==> config.mk <==
export PLATFORM = sky130hd
export DESIGN_NAME = dcache_rd_ctrl
export DESIGN_NICKNAME = d
export VERILOG_FILES = /design/src/design/dcache_pkg.sv /design/src/design/dcache_rd_ctrl.sv
export SDC_FILE = /design/constraint.sdc
export NUM_CORES = 1
export LEC_CHECK = 0
export ABC_AREA = 1
export ABC_CLOCK_PERIOD_IN_PS = 1850
export BUFFER_PORTS_ARGS = -buffer_cell sky130_fd_sc_hd__buf_2
export CAP_MARGIN = 20
export CORE_MARGIN = 4
export CORE_UTILIZATION = 31
export CTS_BUF_LIST = sky130_fd_sc_hd__clkbuf_16
export DETAILED_ROUTE_END_ITERATION = 10
export HOLD_SLACK_MARGIN = 0.06
export MAX_ROUTING_LAYER = met4
export PLACE_DENSITY = 0.77
export REMOVE_ABC_BUFFERS = 1
export SYNTH_ARGS = -nofsm -noshare
export SYNTH_HDL_FRONTEND = slang
export SYNTH_SLANG_ARGS = --single-unit
==> constraint.sdc <==
create_clock -name clk_i -period 1.85 [get_ports clk_i]
set_input_delay 0.37 -clock clk_i [delete_from_list [all_inputs] [get_ports clk_i]]
set_output_delay 0.37 -clock clk_i [all_outputs]
set_load 0.01 [all_outputs]
==> src/design/dcache_pkg.sv <==
package dcache_pkg;

  // address and data geometry
  localparam int PLEN           = 16;
  localparam int WORD_W         = 32;
  localparam int OFF_W          = 4;
  localparam int IDX_W          = 4;
  localparam int TAG_W          = 8;
  localparam int NUM_WAYS       = 2;
  localparam int WORDS_PER_LINE = 4;
  // word select bits inside the byte offset
  localparam int WOFF_W         = 2;
  localparam int ID_W           = 2;
  // top address bit selects the I/O region
  localparam int IO_BIT         = 15;

  // core to cache, index and offset travel together
  typedef struct packed {
    logic                     req;
    logic [IDX_W+OFF_W-1:0]   index;
    logic [ID_W-1:0]          id;
    logic                     kill;
    logic                     tag_valid;
    logic [TAG_W-1:0]         tag;
  } dcache_req_t;

  // cache to core
  typedef struct packed {
    logic                     gnt;
    logic                     rvalid;
    logic [WORD_W-1:0]        rdata;
    logic [ID_W-1:0]          rid;
  } dcache_rsp_t;

  // controller to miss unit
  typedef struct packed {
    logic [PLEN-1:0]          paddr;
    logic                     nc;
    logic [NUM_WAYS-1:0]      vld_bits;
  } miss_req_t;

  // miss unit to word memory
  typedef struct packed {
    logic [PLEN-1:0]          addr;
    logic                     nc;
  } mem_req_t;

  // refill write into the arrays
  typedef struct packed {
    logic [NUM_WAYS-1:0]                        way;
    logic [IDX_W-1:0]                           idx;
    logic [TAG_W-1:0]                           tag;
    logic [WORDS_PER_LINE-1:0][WORD_W-1:0]      data;
  } refill_t;

  typedef enum logic [2:0] {
    IDLE,
    READ,
    MISS_REQ,
    MISS_WAIT,
    KILL_MISS,
    KILL_MISS_ACK,
    REPLAY_REQ,
    REPLAY_READ
  } ctrl_state_e;

  // I/O space is never cached
  function automatic logic is_io_addr(input logic [PLEN-1:0] addr);
    return addr[IO_BIT];
  endfunction

endpackage
==> src/design/dcache_rd_ctrl.sv <==
module dcache_rd_ctrl (
  input  logic                              clk_i,
  input  logic                              rst_ni,
  input  logic                              cache_en_i,
  // core read port
  input  dcache_pkg::dcache_req_t           req_port_i,
  output dcache_pkg::dcache_rsp_t           req_port_o,
  // miss unit
  output logic                              miss_req_o,
  output dcache_pkg::miss_req_t             miss_o,
  input  logic                              miss_ack_i,
  input  logic                              miss_rtrn_vld_i,
  input  logic [dcache_pkg::WORD_W-1:0]     miss_rtrn_data_i,
  // high while a refill is written
  input  logic                              wr_cl_vld_i,
  // arrays
  output logic                              rd_req_o,
  output logic [dcache_pkg::IDX_W-1:0]      rd_idx_o,
  output logic [dcache_pkg::OFF_W-1:0]      rd_off_o,
  output logic [dcache_pkg::TAG_W-1:0]      rd_tag_o,
  input  logic                              rd_ack_i,
  input  logic [dcache_pkg::WORD_W-1:0]     rd_data_i,
  input  logic [dcache_pkg::NUM_WAYS-1:0]   rd_vld_bits_i,
  input  logic [dcache_pkg::NUM_WAYS-1:0]   rd_hit_oh_i
);
  import dcache_pkg::*;

  ctrl_state_e state_d, state_q;

  logic [TAG_W-1:0]    tag_d, tag_q;
  logic [IDX_W-1:0]    idx_d, idx_q;
  logic [OFF_W-1:0]    off_d, off_q;
  logic [ID_W-1:0]     id_d, id_q;
  logic [NUM_WAYS-1:0] vld_d, vld_q;
  logic                rd_ack_q;
  logic                save_tag, gnt, rvalid;
  logic [PLEN-1:0]     cmp_paddr;
  logic                cmp_nc;

  //////////////////////////////////////////////////
  // address capture
  //////////////////////////////////////////////////

  // index, offset and id latch on grant, tag one cycle later
  assign idx_d = gnt ? req_port_i.index[IDX_W+OFF_W-1:OFF_W] : idx_q;
  assign off_d = gnt ? req_port_i.index[OFF_W-1:0] : off_q;
  assign id_d  = gnt ? req_port_i.id : id_q;
  assign tag_d = save_tag ? req_port_i.tag : tag_q;
  // valid bits of the last acknowledged readout, for victim choice
  assign vld_d = rd_ack_q ? rd_vld_bits_i : vld_q;

  // read address follows the next values so a new grant reads at once
  assign rd_idx_o = idx_d;
  assign rd_off_o = off_d;
  assign rd_tag_o = tag_d;

  // full address seen in the compare cycle
  assign cmp_paddr = {tag_d, idx_q, off_q};
  // disabled cache or I/O address never hits
  assign cmp_nc    = ~cache_en_i | is_io_addr(cmp_paddr);

  assign miss_o.paddr    = {tag_q, idx_q, off_q};
  assign miss_o.nc       = ~cache_en_i | is_io_addr(miss_o.paddr);
  assign miss_o.vld_bits = vld_q;

  assign req_port_o.gnt    = gnt;
  assign req_port_o.rvalid = rvalid;
  // miss return data only while waiting on the miss unit
  assign req_port_o.rdata  = (state_q == MISS_WAIT) ? miss_rtrn_data_i : rd_data_i;
  assign req_port_o.rid    = id_q;

  //////////////////////////////////////////////////
  // FSM
  //////////////////////////////////////////////////

  always_comb begin
    state_d    = state_q;
    save_tag   = 1'b0;
    rd_req_o   = 1'b0;
    miss_req_o = 1'b0;
    rvalid     = 1'b0;
    gnt        = 1'b0;

    unique case (state_q)
      // grant as soon as the arrays take the read
      IDLE: begin
        if (req_port_i.req) begin
          rd_req_o = 1'b1;
          if (rd_ack_i) begin
            gnt     = 1'b1;
            state_d = READ;
          end
        end
      end
      // compare cycle, keep reading for a possible next request
      READ, REPLAY_READ: begin
        rd_req_o = 1'b1;
        if (req_port_i.kill) begin
          rvalid  = 1'b1;
          state_d = IDLE;
        end else if (req_port_i.tag_valid || state_q == REPLAY_READ) begin
          save_tag = (state_q == READ);
          if (wr_cl_vld_i || !rd_ack_q) begin
            // readout collided with a refill
            state_d = REPLAY_REQ;
          end else if ((|rd_hit_oh_i) && !cmp_nc) begin
            rvalid  = 1'b1;
            state_d = IDLE;
            // hit under a back-to-back grant
            if (req_port_i.req && rd_ack_i) begin
              gnt     = 1'b1;
              state_d = READ;
            end
          end else begin
            state_d = MISS_REQ;
          end
        end
      end
      // hold the miss request until acknowledged
      MISS_REQ: begin
        miss_req_o = 1'b1;
        if (req_port_i.kill) begin
          rvalid  = 1'b1;
          state_d = miss_ack_i ? KILL_MISS : KILL_MISS_ACK;
        end else if (miss_ack_i) begin
          state_d = MISS_WAIT;
        end
      end
      MISS_WAIT: begin
        if (req_port_i.kill) begin
          rvalid  = 1'b1;
          state_d = miss_rtrn_vld_i ? IDLE : KILL_MISS;
        end else if (miss_rtrn_vld_i) begin
          rvalid  = 1'b1;
          state_d = IDLE;
        end
      end
      REPLAY_REQ: begin
        rd_req_o = 1'b1;
        if (req_port_i.kill) begin
          rvalid  = 1'b1;
          state_d = IDLE;
        end else if (rd_ack_i) begin
          state_d = REPLAY_READ;
        end
      end
      // killed before ack, the miss still has to be handed over
      KILL_MISS_ACK: begin
        miss_req_o = 1'b1;
        if (miss_ack_i) begin
          state_d = KILL_MISS;
        end
      end
      // drain the killed fetch
      KILL_MISS: begin
        if (miss_rtrn_vld_i) begin
          state_d = IDLE;
        end
      end
      default: state_d = IDLE;
    endcase
  end

  //////////////////////////////////////////////////
  // registers
  //////////////////////////////////////////////////

  always_ff @(posedge clk_i or negedge rst_ni) begin
    if (!rst_ni) begin
      state_q  <= IDLE;
      rd_ack_q <= 1'b0;
    end else begin
      state_q  <= state_d;
      rd_ack_q <= rd_ack_i;
    end
  end

  always_ff @(posedge clk_i) begin
    tag_q <= tag_d;
    idx_q <= idx_d;
    off_q <= off_d;
    id_q  <= id_d;
    vld_q <= vld_d;
  end

endmodule

* After elaboration in Yosys (flattened, before gate mapping) *
Index checks and enable logic that the tools add are counted.

operators by class
  add/sub/neg operators = 0
  multiply operators = 0
  divide/modulo/power cells = 0
  $lt $le $gt $ge = 0
  equality and inequality tests = 13
  shift operators = 0
  muxes and demuxes = 43
  bitwise gates (word level) = 3
  reductions and logical operators = 13

operators by type and width
  cell                number
  $mux 3              14
  $mux 32             1
  $mux 1              21
  $pmux 3 s7          1
  $eq 3x3->1 const B  4
  $ne 3x3->1 const B  3
  $mux 4              2
  $mux 8              1
  $reduce_or 2->1     4
  $eq 3x2->1 const B  2
  $ne 2x2->1 const B  3
  $reduce_and 6->1    1
  $pmux 1 s2          2
  $eq 3x1->1 const B  1
  $logic_not 3->1     1
  $pmux 1 s3          1
  $reduce_or 3->1     1
  $logic_and 1x1->1   2
  $logic_not 1->1     2
  $logic_or 1x1->1    2
  $or 1x1->1          2
  $not 1->1           1

storage, ports and cells
  register bits = 24
  bits in latches = 0
  bits in writable memories = 0
  ROM bits = 0
  input port bits = 96
  output and inout port bits = 73
  memories = 0

* Logic depth before layout (Yosys ltp) *
Gate-level depths: netlist of the first run.

  word-level depth = 15
  depth in mapped cells = 12

* Worst setup path after synthesis of the first run *
Ideal clock, no wire load.

  path type = reg2out
  from = register state_q[2]
  to = output port rd_idx_o[0] (netlist name)
  data arrival time = 1425 ps
  required time = 1480 ps
  path slack = 55 ps
  cell stages (with the launch flop) = 11
  buffers on the path = 1
  cell sequence = dfrtp_1 -> buf_6 -> nand3_1 -> nand2_2 -> nand2_2 -> nand2_2 -> nand2_2 -> nand4_4 -> nand2_4 -> nand2_1 -> nand2_1

on the way
  word-level cells in the longest chain between the ends = 15
  elaborated cells on any way between the ends = 18

ends and longest elaborated chain
  element                   RTL line                                     RTL
  start: declaration        dcache_rd_ctrl.sv:28                         ctrl_state_e state_d, state_q;
  start signal: assignment  dcache_rd_ctrl.sv:173                        state_q <= state_d;
  $eq 3x3->1                dcache_rd_ctrl.sv:84, dcache_rd_ctrl.sv:101
  $logic_or 1x1->1          dcache_rd_ctrl.sv:101                        end else if (req_port_i.tag_valid || state_q == REPLAY_READ) begin
  $mux 1                    dcache_rd_ctrl.sv:101
  $mux 1                    dcache_rd_ctrl.sv:98                         if (req_port_i.kill) begin
  $mux 1                    dcache_rd_ctrl.sv:84                         unique case (state_q)
  $mux 8                    dcache_rd_ctrl.sv:48                         assign tag_d = save_tag ? req_port_i.tag : tag_q;
  $or 1x1->1                dcache_rd_ctrl.sv:60                         assign cmp_nc = ~cache_en_i | is_io_addr(cmp_paddr);
  $logic_not 1->1           dcache_rd_ctrl.sv:106                        end else if ((|rd_hit_oh_i) && !cmp_nc) begin
  $logic_and 1x1->1         dcache_rd_ctrl.sv:106
  $mux 1                    dcache_rd_ctrl.sv:106
  $mux 1                    dcache_rd_ctrl.sv:103                        if (wr_cl_vld_i || !rd_ack_q) begin
  $mux 1                    dcache_rd_ctrl.sv:101
  $mux 1                    dcache_rd_ctrl.sv:98
  $pmux 1 s2 *              dcache_rd_ctrl.sv:84
  via gnt                   dcache_rd_ctrl.sv:36                         logic save_tag, gnt, rvalid;
  $mux 4 *                  dcache_rd_ctrl.sv:45                         assign idx_d = gnt ? req_port_i.index[IDX_W+OFF_W-1:OFF_W] : idx_q;
  end: declaration          dcache_rd_ctrl.sv:18                         output logic [dcache_pkg::IDX_W-1:0] rd_idx_o,

Mark *: on every way through the listed nets, which the timed path passes. The rest lies on a longest branch.

* Worst setup path after layout of the first run *
  from = register state_q[2]
  to = output port rd_off_o[2] (netlist name)

on the way
  word-level cells in the longest chain between the ends = 15
  elaborated cells on any way between the ends = 18

ends and longest elaborated chain
  element            RTL line                                     RTL
  $eq 3x3->1         dcache_rd_ctrl.sv:84, dcache_rd_ctrl.sv:101
  $logic_or 1x1->1   dcache_rd_ctrl.sv:101
  $mux 1             dcache_rd_ctrl.sv:101
  $mux 1             dcache_rd_ctrl.sv:98
  $mux 1             dcache_rd_ctrl.sv:84
  $mux 8             dcache_rd_ctrl.sv:48
  $or 1x1->1         dcache_rd_ctrl.sv:60
  $logic_not 1->1    dcache_rd_ctrl.sv:106
  $logic_and 1x1->1  dcache_rd_ctrl.sv:106
  $mux 1             dcache_rd_ctrl.sv:106
  $mux 1             dcache_rd_ctrl.sv:103
  $mux 1             dcache_rd_ctrl.sv:101
  $mux 1             dcache_rd_ctrl.sv:98
  $pmux 1 s2 *       dcache_rd_ctrl.sv:84
  $mux 4 *           dcache_rd_ctrl.sv:46                         assign off_d = gnt ? req_port_i.index[OFF_W-1:0] : off_q;
  end: declaration   dcache_rd_ctrl.sv:19                         output logic [dcache_pkg::OFF_W-1:0] rd_off_o,

Mark *: on every way between the ends. The rest lies on a longest branch, timed or not.

==> results of run 1 <==
synth_stat cells:
cell type | instances | area, sq um
nand2_1 | 138 | 518.0
dfxtp_1 | 16 | 320.3
inv_1 | 15 | 56.30
nand3_1 | 13 | 65.06
nor2_1 | 11 | 41.29
mux2_2 | 7 | 78.83
clkbuf_1 | 6 | 22.52
o21ai_0 | 6 | 30.03
a21oi_1 | 5 | 25.02
dfrtp_1 | 4 | 100.1
edfxtp_1 | 4 | 120.1
nand2_2 | 4 | 25.02
nor2_2 | 3 | 18.77
buf_4 | 2 | 15.01
inv_2 | 2 | 7.510
a31oi_1 | 1 | 6.260
buf_6 | 1 | 11.26
nand2_4 | 1 | 11.26
nand3_2 | 1 | 10.01
nand4_1 | 1 | 6.260
nand4_4 | 1 | 21.27
o2111ai_1 | 1 | 8.760
or2_2 | 1 | 6.260
what timing repair did:
item	in CTS	in global routing
setup endpoints to repair	51	56
gates resized for setup	46	111
hold buffers	1	0
cloned	3	1
buffers inserted	19	12
endpoints found under the hold margin	4	0
pin swaps	8	21
routing by layer:
layer,global-route usage,vias up,part of all wire
met3,0.03899,22,0.053
met5,-,-,0
met2,0.4075,122,0.56
li1,-,1190,-
met1,0.2580,1171,0.36
met4,0.07867,0,0.022
flip-flops by register name (all words and copies together), names as in the netlist:
name	flops
id_q	2
idx_q	4
off_q	4
rd_ack_q	1
state_q	3
tag_q	8
vld_q	2
layout make-up:
| cell class | count | area [sq um] | share of cell area |
|---|---|---|---|
| well taps | 67 | 83.83 | 0.02386 |
| multi-input cells | 194 | 1176 | 0.3348 |
| clock buffers | 3 | 75.07 | 0.02137 |
| flip-flops and latches | 24 | 543.0 | 0.1546 |
| inverters | 17 | 78.83 | 0.02244 |
| clock inverters | 1 | 3.754 | 0.001068 |
| repair buffers | 221 | 1553 | 0.4420 |
critical path, stage by stage, from the launching register on:
cell and delay [ns]:
dfrtp_1 0.41, buf_4 0.15, nand3_2 0.08, nand2_2 0.09
nand2_2 0.10, nand2_2 0.07, nand2_4 0.08, nand4_4 0.13
nand2_4 0.12, buf_6 0.13, nand2_2 0.06, nand2_2 0.08
buf_6 0.10
power by group through the flow:
stage	Sequential (uW)	Clock [uW]	Combinational, uW
after global placement	864	0	2230
final	900	491	3620
after detailed placement	875	0	2240
after floorplan	965	0	1090
after global routing	925	531	3820
after CTS	873	479	2830
cell families (layout without fill, tap and decap cells):
family / after synthesis / count (layout) / share of synthesized area
compound gates: 13 / 13 / 0.04594
mux: 7 / 7 / 0.05168
flops: 24 / 24 / 0.3544
simple gates: 174 / 174 / 0.4742
buf+inv: 26 / 242 / 0.07383
metrics by stage:
step                      setup WS, ns  cells
final                          -0.3722    527
after global routing           -0.4491    527
after CTS                      -0.3014    517
after detailed placement       -0.1029    490
after global placement        -0.04762    490
after floorplan                -0.4887    235
worst min path at each step:
| stage | slack [ns] | startpoint | depth (start not counted) | end |
|---|---|---|---|---|
| 6_report | 0.26 | rd_ack_i | 1 | rd_ack_q$_DFF_PN0_ |
| 5_1_grt | 0.25 | rd_ack_i | 1 | rd_ack_q$_DFF_PN0_ |
| 4_1_cts | 0.26 | rd_ack_i | 1 | rd_ack_q$_DFF_PN0_ |
| 3_5_place_dp | 0.19 | rst_ni | 1 | rd_ack_q$_DFF_PN0_ |
| 3_3_place_gp | 0.19 | rst_ni | 1 | rd_ack_q$_DFF_PN0_ |
| 2_1_floorplan | 0.07 | rst_ni | 0 | rd_ack_q$_DFF_PN0_ |
==> parameters.txt, run 1 <==
Parameter                              Value

Clock network
  CTS tree ... done
  Clock transition at the register clock pins on the worst setup and hold paths after CTS ... 0.07 ns
  TritonCTS Buffers ... 3
  Clock Sinks ... 24
  Worst skew pair latency ... 0.26 ns
  Clock H-tree levels ... 1
  Buffer depth of the longest clock path ... 2
  Root buffer selected by CTS ... clkbuf_16

Power and ir drop
  Sequential Power Share ... 0.180
  Power density over cell area ... 1425 nW/um^2
  Share of power burned in combinational logic ... 0.722
  VDD IR max ... 717.0 uV
  Internal power consumption ... 2884 uW
  Total net switching power ... 2123 uW
  Sum of internal, switching and leakage power ... 5007 uW
  Sw Ratio ... 0.4240
  Static leakage ... 0.001991 uW
  Clock share of power ... 0.098

Final layout
  Layout net count ... 557
  Most frequent standard cell in the layout excluding fill and tap cells ... buf_2
  Share of layout cells above drive strength 1 ... 0.6848
  Layout filler cell count ... 363
  Area growth from synthesis to layout ... 130.4%
  Diode insertion count for antenna repair ... 0
  Commonest non-fill, non-tap cells in the layout ... 147 x buf_2, 77 x nand2_1, 48 x nand2_2
  Final core utilization ... 0.7389
  Final design instance area without fill ... 3513 sq um

Placed design
  Placed Instance Area ... 2551 sq um
  Count of port buffers added during placement ... 168
  Weighted congestion at the end of routability-driven global placement ... 0.8965
  Half-perimeter wire length after detailed placement ... 4985 microns

Global routing
  GR Util All Layers ... 0.2284
  Pin count of the biggest net entering global routing ... 17
  Number of global-route vias before repair ... 2335
  First-pass GRT wire length ... 10980 microns
  Global route overflow ... 0
  Antenna violations before repair ... 0

Worst setup path
  Cell depth of the worst flop-to-flop path ... 13
  Reg-to-reg setup timing slack ... 0.06 ns
  Capturing point of the worst reg2reg path ... idx_q[2]$_DFF_P_
  Critical path startpoint category ... flip-flop
  Critical Path End ... rd_off_o[2]
  Maximum net fanout on the critical path ... 5
  Sort of element at the end of the critical path ... output port
  Critical Path Start ... state_q[2]$_DFFE_PN0P_
  FF-to-FF Start ... state_q[1]$_DFFE_PN0P_
  Critical path start-end classification ... flip-flop to output port
  Arrival time at the worst endpoint ... 1.85 ns
  Worst path required time ... 1.48 ns

Routing
  Average wire length per cell after detail routing ... 15.55 microns
  Via count normalized by instance count ... 4.753
  Pre-Repair DR Iteration Count ... 4
  Total number of vias ... 2505
  Antenna-violating nets left ... 0
  Post-detailed-route DRC marker count ... 0
  Drt initial violations ... 119
  Overall routed net length ... 8197 microns

STA
  Worst hold slack across all endpoints ... 0.2566 ns
  Endpoints failing hold ... 0
  Highest clock rate ... 0.4500 GHz
  Fin crit share ... 1.201
  Number of slew-limit violations in the final report ... 0
  Final setup slack of the worst path ... -0.3722 ns
  Total setup violations reported at the end of the flow ... 51
  Max-slew headroom at the worst pin ... 0.8166
  Unrepaired setup endpoints after global routing ... yes
  Transition at the pin with the smallest max-transition slack ... 0.2741 ns
  Maximum clock skew at final layout ... 0.006803 ns
  Minimum period implied by the final worst setup slack ... 2.222 ns
  Post-route setup TNS ... -12.07 ns

Floorplan
  Die H ... 78.15 microns
  Die Width ... 78.15 microns
  Number of top-level pins ... 169
  Site row count ... 25
  Initial core utilization ... 0.3208
  Area of the core ... 4755 sq um
  Total die area ... 6107 sq um

Yosys
  Proportion of synthesized chip area in sequential cells ... 0.3544
  Number of synthesized register bits ... 24
  Post-Synthesis Cell Area ... 1525 sq um
  Cell count after synthesis ... 244
  Syn_area_per_cell ... 6.251 sq um
  Count of different cell masters after synthesis ... 23
  Synth warnings ... 0

Job
  Maxcap violations ... 0

Worst hold path
  Path type of the worst min-delay path ... input port to flip-flop

Outcome
  Outcome ... finished, violations left
  Violated checks ... setup timing
Power figures use the tool's default switching activity.
==> run 2: changes to the inputs <==
Settings changed: ABC_AREA 1 to unset, CORE_UTILIZATION 31 to 30, PLACE_DENSITY 0.77 to 0.76.
==> run 2 against run 1 <==
The flow still finishes with violations (setup timing). Sequential share of layout area about the same. Critical path depth is 6 lower. Area after synthesis decreased by 3.8%. Final area decreased by 0.43%. Non-clock buffer count decreased by 10. Power fell by 5.7%. Fmax is 14% lower. Wire length shrank 7.7%. Sequential power is 2% lower. Cell count shrank 21%. Largest cell class unchanged.
==> parameters.txt, run 2 <==
Parameter                              Value

Worst setup path
  Cell seen most often among critical-path stages ... buf_6
  Maximum net fanout on the critical path ... 5 (unchanged)
  Worst path required time ... 1.48 ns (about the same)
  Library cell contributing the largest single delay on the critical path ... or3b_4
  Peak per-stage delay on the critical path ... 0.43 ns (+0.02 ns)
  Critical path startpoint category ... flip-flop
  Critical Path Start ... state_q[2]$_DFFE_PN0P_
  FF-to-FF Start ... state_q[1]$_DFFE_PN0P_
  Reg-to-reg setup timing slack ... -0.62 ns (-0.68 ns)
  Critical path start-end classification ... flip-flop to output port
  Capturing point of the worst reg2reg path ... id_q[0]$_DFFE_PP_
  Arrival time at the worst endpoint ... 2.21 ns (+0.36 ns)
  Cell depth of the worst flop-to-flop path ... 16 (+3)
  Sort of element at the end of the critical path ... output port
  Chain of cells forming the critical path ... or3b_4 > a211o_1 > o32ai_4 > buf_6 > mux2_4 > buf_6

STA
  Maximum clock skew at final layout ... 0.008000 ns (+0.001197 ns)
  Number of slew-limit violations in the final report ... 0 (unchanged)
  Max-slew headroom at the worst pin ... 0.7266 (-0.08995)
  Minimum period implied by the final worst setup slack ... 2.579 ns (+0.3565 ns)
  Transition at the pin with the smallest max-transition slack ... 0.4069 ns (+0.1328 ns)
  Final setup slack of the worst path ... -0.7287 ns (-0.3565 ns)
  Endpoints failing hold ... 0 (unchanged)
  Unrepaired setup endpoints after global routing ... yes
  Total setup violations reported at the end of the flow ... 61 (+20%)
  Fin crit share ... 1.394 (+0.1927)
  Highest clock rate ... 0.3878 GHz (-14%)

Yosys
  Number of synthesized register bits ... 24 (unchanged)
  Synth warnings ... 0 (unchanged)
  Most area-consuming cells after synthesis ... mux2_2 37%, dfxtp_1 22%, edfxtp_1 8.2%, dfrtp_1 6.8%, o21ai_0 4.1%
  Syn_area_per_cell ... 10.56 sq um (+69%)
  Compound-cell area share of the yosys netlist ... 0.1142 (+0.06830)
  Top flip-flop cell by instance count after synthesis ... dfxtp_1
  Post-synthesis cell type with the largest combined area ... mux2_2
  Fraction of the mapped netlist area in adder cells ... 0 (unchanged)
  Count of different cell masters after synthesis ... 28 (+22%)
  Post-Synthesis Cell Area ... 1468 sq um (-3.8%)
  Synth Area in Simple Gates ... 0.1125 (-0.3616)
  Most numerous cell in the Yosys netlist ... mux2_2
  Multiplexer share of the synthesized area ... 0.3683 (+0.3166)
  Area share of the leading cell type in the synthesized netlist ... 0.3683 (+0.02866)
  Proportion of synthesized chip area in sequential cells ... 0.3683 (+0.01390)
  Most used standard cells in the synthesized netlist ... 48 x mux2_2, 16 x dfxtp_1, 12 x o21ai_0
  XOR/XNOR share of the synthesized area ... 0 (unchanged)
  Cell count after synthesis ... 139 (-43%)
  Async set or reset register ratio after synthesis ... 0.1667 (unchanged)
  Main combinational cell family by area after synthesis ... multiplexers
  Number of enable flip-flop cells after synthesis ... 4 (unchanged)

Final layout
  Top flop regs ... tag_q (8), idx_q (4), off_q (4)
  Commonest non-fill, non-tap cells in the layout ... 119 x buf_2, 71 x buf_6, 41 x mux2_4
  Most frequent standard cell in the layout excluding fill and tap cells ... buf_2
  Flip-flop count of the largest register after layout ... 8 (unchanged)
  Final core utilization ... 0.7407 (+0.001715)
  Share of layout cells above drive strength 1 ... 0.8035 (+0.1187)
  Final design instance area without fill ... 3498 sq um (-0.43%)
  Area growth from synthesis to layout ... 138.4%
  Layout net count ... 443 (-20%)
  Reg with most FFs ... tag_q

Power and ir drop
  VDD IR max ... 992.4 uV (+38%)
  Total net switching power ... 1688 uW (-20%)
  Sequential Power Share ... 0.187 (+0.007)
  Clock share of power ... 0.131 (+0.033)
  Sw Ratio ... 0.3577 (-0.06637)
  Static leakage ... 0.001881 uW (-5.5%)
  Internal power consumption ... 3032 uW (+5.1%)
  Share of power burned in combinational logic ... 0.682 (-0.040)
  Power density over cell area ... 1349 nW/um^2 (-5.3%)

Worst hold path
  Hold Startpoint ... rd_ack_i
  Path type of the worst min-delay path ... input port to flip-flop
  Sink of the worst hold path ... rd_ack_q$_DFF_PN0_
  Worst Hold Depth ... 1 (unchanged)

Routing
  Via count normalized by instance count ... 4.973 (+4.6%)
  Average wire length per cell after detail routing ... 18.28 microns (+18%)
  Total number of vias ... 2059 (-18%)
  Antenna-violating nets left ... 0 (unchanged)
  Post-detailed-route DRC marker count ... 0 (unchanged)
  Pre-Repair DR Iteration Count ... 4 (unchanged)
  Overall routed net length ... 7567 microns (-7.7%)
  Drt initial violations ... 146 (+23%)

Outcome
  Violated checks ... setup timing
  Outcome ... finished, violations left

Floorplan
  Total die area ... 6075 sq um (-0.51%)
  Die Width ... 77.95 microns (-0.26%)
  Site row count ... 25 (unchanged)
  Initial core utilization ... 0.3107 (-0.01006)
  Area of the core ... 4723 sq um (-0.66%)
  Number of top-level pins ... 169 (unchanged)
  Die H ... 77.95 microns (-0.26%)

Job
  Maxcap violations ... 0 (unchanged)

Placed design
  Weighted congestion at the end of routability-driven global placement ... 0.8463 (-5.6%)
  Half-perimeter wire length after detailed placement ... 4508 microns (-9.6%)
  Count of port buffers added during placement ... 168 (unchanged)
  Placed Instance Area ... 2479 sq um (-2.8%)

Clock network
  Clock H-tree levels ... 1 (unchanged)
  Root buffer selected by CTS ... clkbuf_16
  Buffer depth of the longest clock path ... 2 (unchanged)
  Clock transition at the register clock pins on the worst setup and hold paths after CTS ... 0.07 ns (about the same)
  Clock Sinks ... 24 (unchanged)
  Worst skew pair latency ... 0.26 ns (about the same)
  CTS tree ... done
  TritonCTS Buffers ... 3 (unchanged)

Global routing
  Global route overflow ... 0 (unchanged)
  Antenna violations before repair ... 1 (+1)
  Number of global-route vias before repair ... 2222 (-4.8%)
  Pin count of the biggest net entering global routing ... 17 (unchanged)
  GR Util All Layers ... 0.2219 (-0.006546)
  First-pass GRT wire length ... 10630 microns (-3.3%)
[run 2: changes by cell type after synthesis, moves of 3 or more]
| cell | before | now |
|---|---|---|
| mux2_2 | 7 | 48 |
| nand2_2 | 4 | 0 |
| nor2_2 | 3 | 0 |
| inv_1 | 15 | 4 |
| nand3_1 | 13 | 3 |
| nor2b_1 | 0 | 3 |
| clkbuf_1 | 6 | 1 |
| nand2_1 | 138 | 9 |
| nor2_1 | 11 | 3 |
| nand2b_1 | 0 | 4 |
| buf_1 | 0 | 4 |
| o21ai_0 | 6 | 12 |
[run 2: critical path, delay by kind of cell (launching register included)]
kind,cells,cell delay [ns]
buffers and inverters,2,0.30
DFF,1,0.39
AOI/OAI and AO/OA,2,0.50
and+or+nand+nor,1,0.43
muxes,1,0.32
[run 2: cell families after synthesis]
family,after synthesis
DFF,24
buffers and inverters,12
and+or+nand+nor,30
muxes,48
AOI/OAI and AO/OA,25
[run 2: per-stage QoR]
stage               setup TNS, ns  hold slack [ns]  total power, uW  setup WS, ns  instances
detailed placement         -8.043           0.1887             2779       -0.5628        381
floorplan                  -17.84          0.07441             1909       -0.4862        131
global route               -24.60           0.2401             4959       -0.7865        414
finish                     -21.78           0.2419             4720       -0.7287        414
global placement           -7.683           0.1845             2742       -0.5193        381
CTS                        -20.21           0.2451             4396       -0.7166        411
[run 2: how the worst max path moves through the flow]
stage / end / slack (ns)
floorplan: rd_idx_o[0] / -0.49
global placement: rd_off_o[3] / -0.52
detailed placement: rd_idx_o[0] / -0.56
CTS: rd_idx_o[0] / -0.72
global route: rd_idx_o[3] / -0.79
finish: rd_off_o[1] / -0.73
[run 2: area by class of cell]
class	count	area, sq um
timing repair buffer	211	1638
inverter	4	15.01
multi-input combinational	103	1114
tap	67	83.83
antenna	1	2.502
clock inverter	1	30.03
sequential	24	540.5
fill	309	1225
clock buffer	3	75.07
[run 2: what timing repair did]
action,in CTS,in global routing
endpoints found under the hold margin,4,0
pin swaps,7,10
setup buffers,22,10
cloned,3,2
endpoints found under the setup margin,61,64
gates resized for setup,95,55
hold buffers,1,0
[run 2: power by group through the flow]
stage | combinational, uW | sequential [uW] | clock (uW)
floorplan | 888 | 1020 | 0
global placement | 1880 | 862 | 0
detailed placement | 1910 | 872 | 0
CTS | 2900 | 873 | 624
global route | 3390 | 907 | 658
finish | 3220 | 881 | 621
[run 2: per-layer routing]
layer,track usage,vias up,part of all wire
met5,-,-,0
met4,0.07168,0,0.019
met3,0.04176,16,0.082
met2,0.4067,131,0.55
met1,0.2398,989,0.35
li1,-,923,-
